### src/graph_pkg.sv
package graph_pkg;

	//////////////////////////////////////////////////////////////////////
	// Widths with a meaning
	//////////////////////////////////////////////////////////////////////

	typedef logic [15:0] vertex_id_t;
	typedef logic [15:0] degree_t;
	// Rank and contribution share one unsigned format
	typedef logic [15:0] rank_t;
	typedef logic [31:0] addr_t;

	//////////////////////////////////////////////////////////////////////
	// Bundles
	//////////////////////////////////////////////////////////////////////

	// Work descriptor from the host
	typedef struct packed {
		logic       valid;
		vertex_id_t num_vertices;
		addr_t      contrib_base;
	} wed_t;

	// One vertex from the vertex buffer
	typedef struct packed {
		logic       valid;
		vertex_id_t vertex_id;
		degree_t    out_degree;
		rank_t      rank;
	} vertex_job_t;

	typedef struct packed {
		logic       valid;
		vertex_id_t vertex_id;
		rank_t      contribution;
	} cu_result_t;

	// Toward the write buffer
	typedef struct packed {
		logic  valid;
		addr_t address;
		rank_t data;
	} write_command_t;

	typedef enum logic [1:0] {
		cu_idle,
		cu_divide,
		cu_hold
	} cu_state_t;

endpackage

### src/cu_vertex_contribution.sv
`timescale 1ns/1ns

module cu_vertex_contribution (
	input  logic                   clock,
	input  logic                   rstn,
	input  logic                   start,
	input  graph_pkg::vertex_job_t job,
	input  logic                   ack,
	output logic                   busy,
	output graph_pkg::cu_result_t  result
);
	import graph_pkg::*;

	localparam int W      = $bits(rank_t);
	localparam int STEP_W = $clog2(W);
	localparam logic [STEP_W-1:0] LAST_STEP = STEP_W'(W - 1);

	cu_state_t         state;
	logic [STEP_W-1:0] step;
	vertex_id_t        vertex_id;
	degree_t           divisor;
	rank_t             quotient;
	logic [W:0]        remainder;
	logic [W:0]        shifted;
	logic [W:0]        trial;

	//////////////////////////////////////////////////////////////////////
	// Control FSM
	//////////////////////////////////////////////////////////////////////

	always_ff @(posedge clock or negedge rstn) begin
		if (!rstn) begin
			state <= cu_idle;
			step  <= '0;
		end else begin
			case (state)
				cu_idle: begin
					if (start) begin
						state <= cu_divide;
						step  <= '0;
					end
				end
				cu_divide: begin
					step <= step + 1'b1;
					// Last of the 16 steps lands the quotient
					if (step == LAST_STEP) begin
						state <= cu_hold;
					end
				end
				cu_hold: begin
					if (ack) begin
						state <= cu_idle;
					end
				end
				default: begin
					state <= cu_idle;
				end
			endcase
		end
	end

	//////////////////////////////////////////////////////////////////////
	// Restoring divider, one quotient bit per clock
	//////////////////////////////////////////////////////////////////////

	assign shifted = {remainder[W-1:0], quotient[W-1]};
	assign trial   = shifted - {1'b0, divisor};

	always_ff @(posedge clock) begin
		if (state == cu_idle && start) begin
			vertex_id <= job.vertex_id;
			divisor   <= job.out_degree;
			// Dividend shifts out of the top as quotient bits shift in
			quotient  <= job.rank;
			remainder <= '0;
		end else if (state == cu_divide) begin
			if (!trial[W]) begin
				remainder <= trial;
				quotient  <= {quotient[W-2:0], 1'b1};
			end else begin
				remainder <= shifted;
				quotient  <= {quotient[W-2:0], 1'b0};
			end
		end
	end

	// Start counts as busy so the intake never picks this unit twice
	assign busy = start | (state != cu_idle);

	always_comb begin
		result.valid        = (state == cu_hold);
		result.vertex_id    = vertex_id;
		// Zero out-degree gives no contribution
		result.contribution = (divisor == '0) ? '0 : quotient;
	end

endmodule

### config.mk
export PLATFORM = sky130hd
export DESIGN_NAME = cu_vertex_contribution
export DESIGN_NICKNAME = d
export VERILOG_FILES = /design/src/graph_pkg.sv /design/src/cu_vertex_contribution.sv
export SDC_FILE = /design/constraint.sdc
export NUM_CORES = 1
export LEC_CHECK = 0
export BUFFER_PORTS_ARGS = -buffer_cell sky130_fd_sc_hd__buf_2
export CAP_MARGIN = 20
export CORE_MARGIN = 2
export CORE_UTILIZATION = 30
export CTS_BUF_LIST = sky130_fd_sc_hd__clkbuf_4 sky130_fd_sc_hd__clkbuf_8
export CTS_CLUSTER_SIZE = 25
export DETAILED_ROUTE_END_ITERATION = 12
export GPL_TIMING_DRIVEN = 1
export PLACE_DENSITY = 0.59
export SKIP_CTS_REPAIR_TIMING = 1
export SLEW_MARGIN = 25
export SYNTH_ARGS = -nofsm -noshare
export SYNTH_HDL_FRONTEND = slang
export SYNTH_SLANG_ARGS = --single-unit
### constraint.sdc
create_clock -name clock -period 3.7 [get_ports clock]
set_input_delay 0.555 -clock clock [delete_from_list [all_inputs] [get_ports clock]]
set_output_delay 0.555 -clock clock [all_outputs]
set_load 0.01 [all_outputs]
* After elaboration in Yosys (flattened, before gate mapping)
Index checks and enable logic that the tools add are counted.
** Word-level totals
- Bits in registers :: 70
- Input bits :: 53
- Word-level logic and storage cells :: 34
** Operators by class
- Add/subtract/negate cells :: 2
- Equal/unequal tests :: 6
- Muxes and demuxes :: 11
- Bitwise gates (word level) :: 1
- Reduce and logical (&&, ||, !) cells :: 8
** Operators with widths (count)
- 16-bit two-way mux :: 4
- 17-bit by 16-bit subtractor with 17-bit output :: 1
- 16-bit zero test :: 1
- 4-bit case mux with 2 select lines :: 1
- 2-bit two-way mux :: 3
- 2-bit inequality test (second input constant) :: 3
- 2-bit case mux with 3 select lines :: 1
- 2-bit nonzero test :: 3
- 4-bit by 1-bit adder with 4-bit output (second input constant) :: 1
- 4-bit equality test (second input constant) :: 1
- 4-bit two-way mux :: 1
- 3-bit AND reduction :: 1
- 2-bit by 1-bit equality test with 1-bit output (second input constant) :: 1
- 2-bit equality test (second input constant) :: 1
- 2-bit zero test :: 1
- 2-bit AND reduction :: 1
- 1-bit logical AND :: 1
- 1-bit two-way mux :: 1
- 1-bit bitwise OR :: 1

* Depth between registers and ports, before layout
- Depth after elaboration :: 4
- Gate-level depth with buffers :: 11
- Gate-level depth less buffers :: 10

* Worst setup path before layout
OpenSTA, ideal clock, no wires.
- Path kind :: input-to-reg
- Start :: input port start
- End :: register quotient[10] (data pin)
- Library setup time :: 0.261 ns
- Arrival :: 2.415 ns
- Setup slack :: 1.024 ns
- Stages :: 3
- Buffers on the path :: 1
- Path through :: nor3b_1 > clkbuf_1 > mux2_2
** On the way
- Cells in the longest elaborated chain, start to end :: 2
** RTL lines
- from (decl) :: line cu_vertex_contribution.sv:6 : input logic start,
- 1-bit logical AND :: line cu_vertex_contribution.sv:70 : if (state == cu_idle && start) begin
- 16-bit two-way mux :: line cu_vertex_contribution.sv:70
- to (signal assigned) :: line cu_vertex_contribution.sv:74 : quotient <= job.rank;
- to (signal assigned) :: line cu_vertex_contribution.sv:79 : quotient <= {quotient[W-2:0], 1'b1};
- to (signal assigned) :: line cu_vertex_contribution.sv:82 : quotient <= {quotient[W-2:0], 1'b0};
- to (decl) :: line cu_vertex_contribution.sv:22 : rank_t quotient;
No other way between the ends.
A chain may end at the register's enable or synchronous reset.

* Worst setup path in the final report
- Start :: register divisor[0]
- End :: register remainder[1]
** On the way
- Cells in the longest elaborated chain, start to end :: 2
** RTL lines
- from (decl) :: line cu_vertex_contribution.sv:21 : degree_t divisor;
- from (signal assigned) :: line cu_vertex_contribution.sv:72 : divisor <= job.out_degree;
- 17-bit by 16-bit subtractor with 17-bit output :: line cu_vertex_contribution.sv:67 : assign trial = shifted - {1'b0, divisor};
- 16-bit two-way mux :: line cu_vertex_contribution.sv:77 : if (!trial[W]) begin
- to (signal assigned) :: line cu_vertex_contribution.sv:78 : remainder <= trial;
- to (signal assigned) :: line cu_vertex_contribution.sv:81 : remainder <= shifted;
- to (decl) :: line cu_vertex_contribution.sv:23 : logic [W:0] remainder;
No other way between the ends.

==> flow_summary.toml <==
[outcome]
status = "finished clean"

[floorplan]
initial_core_util = 0.307
rows = 40
ios = 87
core_um2 = 12000
die_h_um = 115
fp.dieW_um = 115
die-area_um2 = 13100

[yosys]
synth_edf_count = 48
post-synth-top-count-cell = "edfxtp_1"
synth_top_area_frac = 0.393
ys_types = 54
syn_inst = 324
yosys.area_share.simple = 0.163
synth_ff_type = "edfxtp_1"
synth_xor_area_frac = 0.0334
syn-num-nets = 395
synth_top_family_by_area = "simple AND/OR/NAND/NOR gates"
synthAdderAreaFrac = 0.0634
muxShareOfSynthArea = 0.0542
synth-seq-area-share = 0.521
synth_compound_area_frac = 0.122
synth_common_cells = "edfxtp_1, nand3_1, nand2_1, inv_1"
ys.warnings.count = 0
synth_seq_cells = 70
yosys.area.top_type = "edfxtp_1"
synth_area_per_cell_um2 = 11.3
synthesis.area_um2 = 3670
async_flop_share = 0.0857
synthTopCellsByArea = "edfxtp_1, dfxtp_1, ha_1"

[detailed_routing]
post-route-drc-count = 0
drt_wl_total_mm = 7.77
wl_per_cell_um = 13.7
drt-initial-drc-count = 151
vias = 2767
ant_nets = 0
vias_per_cell = 4.90
first_pass_iters = 4

[global_route]
grt_usage = 0.123
grt_overflow = 0
grt_pass1_vias = 2608
grt_pass1_wl_mm = 12.5
grt_max_degree = 53
antenna_found_initial = 0

[power]
pwr-share-clk = 0.156
ir_worst_vdd_uv = 482
p_comb_frac = 0.499
pwr-share-seq = 0.345
p_int_mw = 2.33
p_switching_mw = 1.53
power.density_nw_per_um2 = 871
swShare = 0.396
leakage_nw = 1.86

[sta]
slew_headroom = 0.581
fin_crit_ps = 3000
drv_slew = 0
worstMarginPinSlew_ps = 628
fin_worst_skew_ps = 10.5
fmax_mhz = 334
finalHoldViolCount = 0
rsz0062_at_grt = "no"
period_share = 0.809
finalSetupViolations = 0
finalSetupTns_ps = 0

[cells_and_area]
fin_cells = 565
insertedDiodeCount = 0
seqCellArea_um2 = 1910
multi_input_area_um2 = 1610
fillers = 1188
syn_to_final_growth_pct = 20.8
final_layout_size_suffix_gt1_frac = 0.318
stdcell_area_um2 = 4430
nets = 484

[clock_tree]
root_buffer = "clkbuf_8"
cts_buffers = 9
cts_max_level = 3
clk_pin_slew_ps = 80
clockBufferDepth = 2
clk_latency_ps = 360
cts_num_sinks = 70
cts_tree = "done"

[critical_path]
start_kind = "register"
crit_arrival_ps = 3250
cp-end-kind = "register"
cp_data_required_time_ps = 3960
critPathLaunch = "divisor[0]$_DFFE_PP_"
crit_path_max_fanout = 8
timing.rr.start = "divisor[0]$_DFFE_PP_"
criticalPathCategory = "reg2reg"

[placed_design]
dp_hpwl_mm = 5.67
place_area_um2 = 4240
dp.cells = 548
portBuffers = 85
gp_congestion = 0.873

[worst_hold_path]
hold_path.class = "in2reg"
hold_path_startpoint = "job[30]"

[flow_run]
drv_cap = 0
==> path summary, 6_finish.rpt <==
kind	end	slack, ps	cells past startpoint
min in group asynchronous	state[1]$_DFFE_PN0P_	540	2
worst min-delay path	divisor[14]$_DFFE_PP_	360	1
worst min register to register	remainder[13]$_SDFFE_PP0P_	480	2
worst max register to register	remainder[1]$_SDFFE_PP0P_	700	10
worst max-delay path	remainder[1]$_SDFFE_PP0P_	700	10
max in group asynchronous	step[1]$_DFFE_PN0P_	3010	2
==> layer usage <==
metal,wire (um),GRT usage,vias to the layer above
met4,99,0.0585,0
met3,476,0.0392,9
met5,0,0,-
met1,3340,0.147,1311
li1,-,-,1375
met2,3850,0.199,72
==> state kept, by name, indices dropped and copies added (netlist names) <==
| signal | cells |
|---|---|
| divisor | 16 |
| vertex_id | 16 |
| quotient | 16 |
| state | 2 |
| step | 4 |
| remainder | 16 |
==> critical path, cell delays in order, from the launching register on <==
cell and delay [ps]:
edfxtp_1 410, ha_1 240, fa_1 390, nand2b_1 230, a211oi_2 250, nor2_1 170
o221ai_4 290, xor2_2 390, buf_4 230, nand2_1 60, a32o_1 240
==> cell families after synthesis <==
logic type | Yosys count
flops | 70
buf+inv | 32
compound gates | 62
mux | 18
xor+xnor | 11
fa+ha+maj | 18
simple gates | 113
==> area by class of cell <==
class	count	share of cell area
flip-flops and latches	70	0.431
multi-input cells	222	0.362
inverters	19	0.0161
clock inverters	7	0.0144
clock buffers	9	0.0279
repair buffers	91	0.107
well taps	147	0.0415
==> metrics by stage <==
stage	power [mW]	setup WS (ps)	hold WS, ps	util
2_1_floorplan	2.84	1020	259	-
3_3_place_gp	3.23	752	391	0.354
3_5_place_dp	3.28	730	393	0.354
4_1_cts	3.89	689	-3.97	0.370
5_1_grt	4.17	508	345	0.371
6_report	3.86	705	360	0.371
==> placed cells by master (no fill, tap or decap), types with 3 or more instances in the layout <==
cell / count
buf_2: 85
edfxtp_1: 48
nand3_1: 29
nand2_1: 27
inv_1: 19
and2_1: 17
ha_1: 17
dfxtp_1: 16
mux2_2: 15
a21oi_1: 14
o21ai_0: 13
clkbuf_8: 9
nand2b_1: 8
nor2_1: 6
nand4_1: 6
dfrtp_1: 6
a21o_1: 5
nor3_1: 5
a32oi_1: 5
xnor2_1: 5
buf_4: 5
nor4_1: 4
o21a_1: 4
xor2_1: 4
nor2b_1: 3
mux2i_1: 3
==> power groups by stage <==
stage / Combinational (mW) / Clock [mW] / Sequential [mW]
after floorplan: 1.53 / 0 / 1.31
after global placement: 1.90 / 0 / 1.34
after detailed placement: 1.93 / 0 / 1.35
after CTS: 1.94 / 0.620 / 1.33
after global routing: 2.16 / 0.647 / 1.37
final: 1.93 / 0.602 / 1.33
Note: power is estimated with default switching activity, not from simulation.
