File: config.mk
export PLATFORM = sky130hd
export DESIGN_NAME = vertex_job_intake
export DESIGN_NICKNAME = d
export VERILOG_FILES = /design/src/graph_pkg.sv /design/src/vertex_job_intake.sv
export SDC_FILE = /design/constraint.sdc
export NUM_CORES = 1
export LEC_CHECK = 0
export BUFFER_PORTS_ARGS = -buffer_cell sky130_fd_sc_hd__buf_2
export CAP_MARGIN = 20
export CORE_MARGIN = 3
export CORE_UTILIZATION = 49
export CTS_BUF_LIST = sky130_fd_sc_hd__clkbuf_4 sky130_fd_sc_hd__clkbuf_8 sky130_fd_sc_hd__clkbuf_16
export CTS_CLUSTER_DIAMETER = 100
export DETAILED_ROUTE_END_ITERATION = 7
export GPL_TIMING_DRIVEN = 0
export PLACE_DENSITY = 0.86
export SKIP_LAST_GASP = 1
export SYNTH_ARGS = -nofsm -noshare
export SYNTH_HDL_FRONTEND = slang
export SYNTH_SLANG_ARGS = --single-unit
File: constraint.sdc
create_clock -name clock -period 3.6 [get_ports clock]
set_input_delay 0.36 -clock clock [delete_from_list [all_inputs] [get_ports clock]]
set_output_delay 0.36 -clock clock [all_outputs]
set_load 0.03 [all_outputs]
File: src/graph_pkg.sv
package graph_pkg;

	//////////////////////////////////////////////////////////////////////
	// Widths with a meaning
	//////////////////////////////////////////////////////////////////////

	typedef logic [15:0] vertex_id_t;
	typedef logic [15:0] degree_t;
	// Rank and contribution share one unsigned format
	typedef logic [15:0] rank_t;
	typedef logic [31:0] addr_t;

	//////////////////////////////////////////////////////////////////////
	// Bundles
	//////////////////////////////////////////////////////////////////////

	// Work descriptor from the host
	typedef struct packed {
		logic       valid;
		vertex_id_t num_vertices;
		addr_t      contrib_base;
	} wed_t;

	// One vertex from the vertex buffer
	typedef struct packed {
		logic       valid;
		vertex_id_t vertex_id;
		degree_t    out_degree;
		rank_t      rank;
	} vertex_job_t;

	typedef struct packed {
		logic       valid;
		vertex_id_t vertex_id;
		rank_t      contribution;
	} cu_result_t;

	// Toward the write buffer
	typedef struct packed {
		logic  valid;
		addr_t address;
		rank_t data;
	} write_command_t;

	typedef enum logic [1:0] {
		cu_idle,
		cu_divide,
		cu_hold
	} cu_state_t;

endpackage

File: src/vertex_job_intake.sv
`timescale 1ns/1ns

module vertex_job_intake #(
	parameter int NUM_VERTEX_CU = 2
) (
	input  logic                     clock,
	input  logic                     rstn,
	input  logic                     enabled,
	input  graph_pkg::wed_t          wed_request_in,
	input  logic                     vertex_buffer_empty,
	input  graph_pkg::vertex_job_t   vertex_job,
	input  logic [NUM_VERTEX_CU-1:0] cu_busy,
	output logic                     vertex_job_request,
	output logic [NUM_VERTEX_CU-1:0] cu_start,
	output graph_pkg::vertex_job_t   cu_job
);
	import graph_pkg::*;

	wed_t                     wed_latched;
	logic                     wed_valid_prev;
	logic                     wed_edge;
	logic                     request_outstanding;
	vertex_id_t               requested_count;
	logic                     can_request;
	logic [NUM_VERTEX_CU-1:0] free_select;

	assign wed_edge = wed_request_in.valid & ~wed_valid_prev;

	// One request in flight at a time, and only while a unit is free
	assign can_request = enabled & wed_latched.valid & ~vertex_buffer_empty &
		~request_outstanding & (requested_count < wed_latched.num_vertices) & ~(&cu_busy);

	//////////////////////////////////////////////////////////////////////
	// Descriptor and request control
	//////////////////////////////////////////////////////////////////////

	always_ff @(posedge clock or negedge rstn) begin
		if (!rstn) begin
			wed_latched         <= '0;
			wed_valid_prev      <= 1'b0;
			request_outstanding <= 1'b0;
			requested_count     <= '0;
			vertex_job_request  <= 1'b0;
		end else begin
			wed_valid_prev     <= wed_request_in.valid;
			vertex_job_request <= 1'b0;
			if (wed_edge) begin
				// New run starts from zero
				wed_latched         <= wed_request_in;
				requested_count     <= '0;
				request_outstanding <= 1'b0;
			end else if (can_request) begin
				vertex_job_request  <= 1'b1;
				request_outstanding <= 1'b1;
				requested_count     <= requested_count + 1'b1;
			end else if (vertex_job.valid) begin
				request_outstanding <= 1'b0;
			end
		end
	end

	//////////////////////////////////////////////////////////////////////
	// Dispatch to the lowest free unit
	//////////////////////////////////////////////////////////////////////

	always_comb begin
		free_select = '0;
		// Walk downward so the lowest free index wins
		for (int k = NUM_VERTEX_CU - 1; k >= 0; k--) begin
			if (!cu_busy[k]) begin
				free_select    = '0;
				free_select[k] = 1'b1;
			end
		end
	end

	always_ff @(posedge clock or negedge rstn) begin
		if (!rstn) begin
			cu_start <= '0;
		end else begin
			cu_start <= vertex_job.valid ? free_select : '0;
		end
	end

	always_ff @(posedge clock) begin
		if (vertex_job.valid) begin
			cu_job <= vertex_job;
		end
	end

endmodule

## Word level (Yosys, flattened, before mapping)

Cells that the tools add are included.

| word-level totals | value |
|---|---|
| bits in registers | 86 |
| input port bits | 104 |
| output and inout bits | 52 |

| cells by class | value |
|---|---|
| add/subtract/negate cells | 1 |
| $lt $le $gt $ge | 1 |
| mux-type cells | 10 |
| bitwise gates (word level) | 10 |
| reductions and logical operators | 3 |

Operators with widths:

| cell | number |
|---|---|
| two-way mux 16 bit | 2 |
| adder 16 x 1 -> 16 bit (second input constant) | 1 |
| less-than comparator 16 bit | 1 |
| AND 1 bit | 6 |
| two-way mux 2 bit | 3 |
| two-way mux 1 bit | 5 |
| inverter 1 bit | 4 |
| nonzero test 3 bit | 1 |
| AND reduction 2 bit | 1 |
| nonzero test 2 bit | 1 |

## Longest topological paths before layout

| logic depth | value |
|---|---|
| word-level depth | 7 |
| mapped depth | 8 |
| depth with buffers taken out | 7 |

## Worst setup path before layout

No wires, ideal clock.

| timing path | value |
|---|---|
| path type | flip-flop to flip-flop |
| start point | reg requested_count[13] |
| end point | reg requested_count[8] |
| arrival time | 1.843 ns |
| data required time | 3.521 ns |
| path slack | 1.677 ns |
| cell stages (with the launch flop) | 8 |
| path buffers | 1 |
| period minus slack after synthesis | 1.923 ns |
| cell sequence | dfrtp_1 > ha_1 > a21oi_1 > a2bb2oi_1 > clkbuf_1 > nand3_1 > a211oi_1 > mux2i_1 |

| on the way | value |
|---|---|
| longest elaborated chain between the ends | 4 |

Ends and longest elaborated chain:

| element | line | RTL |
|---|---|---|
| start, declared | vertex_job_intake.sv:23 | `vertex_id_t requested_count;` |
| start signal, assigned | vertex_job_intake.sv:55 | `requested_count <= requested_count + 1'b1;` |
| less-than comparator 16 bit | vertex_job_intake.sv:31 | `~request_outstanding & (requested_count < wed_latched.num_vertices) & ~(&cu_busy);` |
| AND 1 bit (2 in series) | vertex_job_intake.sv:31 |  |
| nonzero test 2 bit (no source line) | - |  |

No other way between the ends.
A chain may end at the register's enable or synchronous reset.

## Worst setup path after layout

| timing path | value |
|---|---|
| start point | reg requested_count[13] |
| end point | reg requested_count[13] |

| on the way | value |
|---|---|
| longest elaborated chain between the ends | 4 |
| elaborated cells on any way between the ends | 7 |
| classes of those cells | add/sub: 1; order compare: 1; mux: 2; bitwise: 2; reduce/logical: 1 |

Ends and longest elaborated chain:

| element | line |
|---|---|
| less-than comparator 16 bit | vertex_job_intake.sv:31 |
| AND 1 bit (2 in series) | vertex_job_intake.sv:31 |
| nonzero test 2 bit (no source line) | - |

Parallel ways exist; a longest one is shown, timed or not. The select of a mux whose other input is x is not followed.

==> impl_metrics.tcl <==
set metrics [dict create \
    first_pass_iters 4 \
    cts_buffer_depth 2 \
    grt_start_max_net_pins 52 \
    path_class_of_the_lowest_slack_min_delay_path "primary input to asynchronous set/reset pin" \
    first_global_vias 2411 \
    std_cell_rows 30 \
    timing.slew.headroom_pct 31.4 \
    port-buffer-count 122 \
    design.die.area_um2 8590 \
    grt-ovfl-total 0 \
    post_synthesis_sequential_area_ratio_pct 65.0 \
    die-width_um 92.7 \
    synth-seq-cells 86 \
    dpl-instance-area_um2 4410 \
    global_routing_usage_summed_across_all_routing_layers_pct 18.6 \
    end_kind "flip-flop" \
    n_antenna_cell 0 \
    htreeDepth 3 \
    tns_ns 0 \
    initial_core_utilization_pct 52.4 \
    cell_by_cell_listing_of_the_critical_path "ha_1 -> a21oi_1 -> a2bb2oi_1 -> clkbuf_1 -> nand3_1 -> a211oi_2 -> mux2i_1" \
    detailroute.via_count 2475 \
    postSynthAreaPerCell_um2 13.9 \
    final.hold.worst_slack_ns 0.110 \
    finalInstanceArea_um2 4590 \
    timing.clock.skew_ns 0.00836 \
    final_layout_size_suffix_gt1_share_pct 40.8 \
    leakagePower_nw 2.10 \
    critPathArrivalTime_ns 2.54 \
    synth-edff-count 48 \
    number_of_remaining_drc_errors 0 \
    setup_cp_type "flip-flop to flip-flop" \
    dpl.hpwl_mm 5.87 \
    vdd.ir_drop.worst_v 0.000173 \
    pre_cts_ws_ns 1.40 \
    status "complete, no violations" \
    clock-sinks 86 \
    ios 156 \
    part_of_the_cycle_the_worst_path_needs_pct 63.1 \
    via_density_per_instance 4.97 \
    placed_cell_count 482 \
    globalplace.congestion 0.836 \
    synth_fp_nets 384 \
    startpoint_type "flip-flop" \
    syn_inst 264 \
    final_max_slew_viol_count 0 \
    grt_first_pass_wirelength_mm 12.2 \
    worst-endpoint-required_ns 3.87 \
    layout-area-overhead-vs-synth_pct 24.8 \
    timing.critical_path.slowest_cell_delay_ns 0.43 \
    finalHoldViolations 0 \
    cts.root.buffer_cell "sky130_fd_sc_hd__clkbuf_8" \
    unrepaired_setup_endpoints_after_global_routing "no" \
    drt-initial-drc-count 100 \
    cts_resized 0 \
    core-area_um2 7020 \
    cellPowerDensity_nw_per_um2 456 \
    fin_cells 498 \
    synth_cell_type_count 30 \
    final.setup.worst_slack_ns 1.33 \
    setup_viol 0 \
    fmax_mhz 440 \
    post_drt_wl_per_cell_um 15.4 \
    yosys_warnings 0 \
    wl_mm 7.69 \
    num-nets-final 517 \
    postSynth.asyncResetShare_pct 44.2 \
    worst_skew_pair.late_latency_ns 0.35 \
    clkSlewWorstSetupHoldPaths_ns 0.09 \
    antenna_violating_nets_left 0 \
    tritoncts "yes" \
    path_max_fanout 10 \
    cts_buffers 9 \
    total_setup_buffers_inserted_after_cts 0 \
    max_cap_violations 0 \
    initial_antenna_violation_count 0 \
    cts_hold_buffers 0 \
    slowest_stage "sky130_fd_sc_hd__dfrtp_1" \
    ys.flop_type "sky130_fd_sc_hd__edfxtp_1" \
    netlist_area_um2 3680 \
    tightest_slew_ns 1.03 \
    chipHeight_um 92.7 \
    period_needed_ns 2.27 \
]
## worst max-delay path, delay by kind of cell (launching register included)
kind | cells | cell delay (ns)
and+or+nand+nor | 1 | 0.16
AOI/OAI and AO/OA | 3 | 0.70
adders and majority gates | 1 | 0.30
muxes | 1 | 0.24
buffers and inverters | 1 | 0.36
DFF | 1 | 0.43
## cells by family after synthesis
kind of cell,count (synthesis),synth area share [%]
other,1,0.102
flip-flops,86,65.0
buffers and inverters,26,3.06
AND/OR/NAND/NOR,74,10.5
adder cells (fa/ha/maj),16,5.44
AO/OA/AOI/OAI,29,6.60
multiplexers,32,9.25
## through the flow
| stage | power, mW | util [%] |
|---|---|---|
| 5_1_grt | 2.21 | 65.4 |
| 3_3_place_gp | 1.49 | 62.8 |
| 4_1_cts | 2.12 | 65.4 |
| 6_report | 2.09 | 65.4 |
| 3_5_place_dp | 1.50 | 62.8 |
| 2_1_floorplan | 1.38 | - |
## power by group
group	leakage [nW]	switching [mW]	internal, mW	total [mW]
clock network	0.0881	0.358	0.260	0.618
logic	1.06	0.200	0.122	0.323
registers	0.953	0.0287	1.12	1.15
## cell usage after synthesis (all sizes together), types with 2 or more instances
cell | n | area, um2
a21oi | 16 | 80.1
mux2 | 16 | 180
inv | 16 | 60.1
nand4 | 7 | 43.8
nand2 | 29 | 109
o21a | 4 | 30.0
ha | 16 | 200
and3 | 3 | 18.8
dfrtp | 38 | 951
nor2b | 2 | 12.5
nand2b | 17 | 114
a2111oi | 3 | 57.6
and4 | 3 | 26.3
mux2i | 16 | 160
edfxtp | 48 | 1440
nor2 | 4 | 15.0
buf | 5 | 33.8
nand3 | 7 | 35.0
a211oi | 4 | 40.0
clkbuf | 5 | 18.8
## layout make-up
type / count / area (um2)
fill: 536 / 2430
inverter: 16 / 60.1
buffer: 10 / 52.6
sequential: 86 / 2390
multi-input combinational: 152 / 1170
timing repair buffer: 122 / 611
clock inverter: 7 / 57.6
clock buffer: 9 / 124
tap: 96 / 120
## placed cells by master (no fill, tap or decap), types with 2 or more instances in the layout
cell type                    Yosys  routed
sky130_fd_sc_hd__ha_1           16      16
sky130_fd_sc_hd__inv_6           0       2
sky130_fd_sc_hd__a211oi_1        2       2
sky130_fd_sc_hd__a2111oi_2       2       2
sky130_fd_sc_hd__and4_1          3       3
sky130_fd_sc_hd__nand4_1         7       7
sky130_fd_sc_hd__mux2i_1        16      16
sky130_fd_sc_hd__dfrtp_1        38      38
sky130_fd_sc_hd__a211oi_2        2       2
sky130_fd_sc_hd__a21oi_1        16      16
sky130_fd_sc_hd__mux2_2         16      16
sky130_fd_sc_hd__nand2b_1       16      16
sky130_fd_sc_hd__buf_4           2       2
sky130_fd_sc_hd__clkbuf_8        0       9
sky130_fd_sc_hd__inv_1          16      16
sky130_fd_sc_hd__nor2_1          4       4
sky130_fd_sc_hd__buf_2           0     122
sky130_fd_sc_hd__clkinvlp_4      0       2
sky130_fd_sc_hd__nor2b_1         2       2
sky130_fd_sc_hd__buf_1           2       2
sky130_fd_sc_hd__nand3_1         7       7
sky130_fd_sc_hd__o21a_1          4       4
sky130_fd_sc_hd__nand2_1        29      29
sky130_fd_sc_hd__edfxtp_1       48      48
sky130_fd_sc_hd__clkbuf_1        5       5
sky130_fd_sc_hd__and3_1          3       3
## layer usage
layer | part of all wire (%) | wire length (um) | up-vias | global-route usage, %
met2 | 51 | 3960 | 95 | 32.1
met1 | 40 | 3040 | 1159 | 23.0
met3 | 8.0 | 614 | 9 | 5.44
li1 | - | - | 1212 | -
met4 | 0.96 | 74 | 0 | 4.76
met5 | 0 | 0 | - | 0
## flip-flops by register name, indices dropped and copies added, names as in the netlist
register / cells
cu_job: 48
cu_start: 2
request_outstanding: 1
requested_count: 16
vertex_job_request: 1
wed_latched: 17
wed_valid_prev: 1
## worst paths after layout
path	startpoint	end	slack, ns	cells past startpoint
worst max-delay path	requested_count[13]$_DFFE_PN0P_	requested_count[13]$_DFFE_PN0P_	1.33	7
worst min-delay path	rstn	wed_latched[38]$_DFFE_PN0P_	0.11	1
worst max register to register	requested_count[13]$_DFFE_PN0P_	requested_count[13]$_DFFE_PN0P_	1.33	7
worst min register to register	wed_latched[48]$_DFFE_PN0P_	wed_latched[48]$_DFFE_PN0P_	0.49	1
max in group asynchronous	rstn	vertex_job_request$_DFF_PN0_	2.96	1
min in group clock	wed_request_in[48]	wed_valid_prev$_DFF_PN0_	0.12	1
Power figures use the tool's default switching activity.
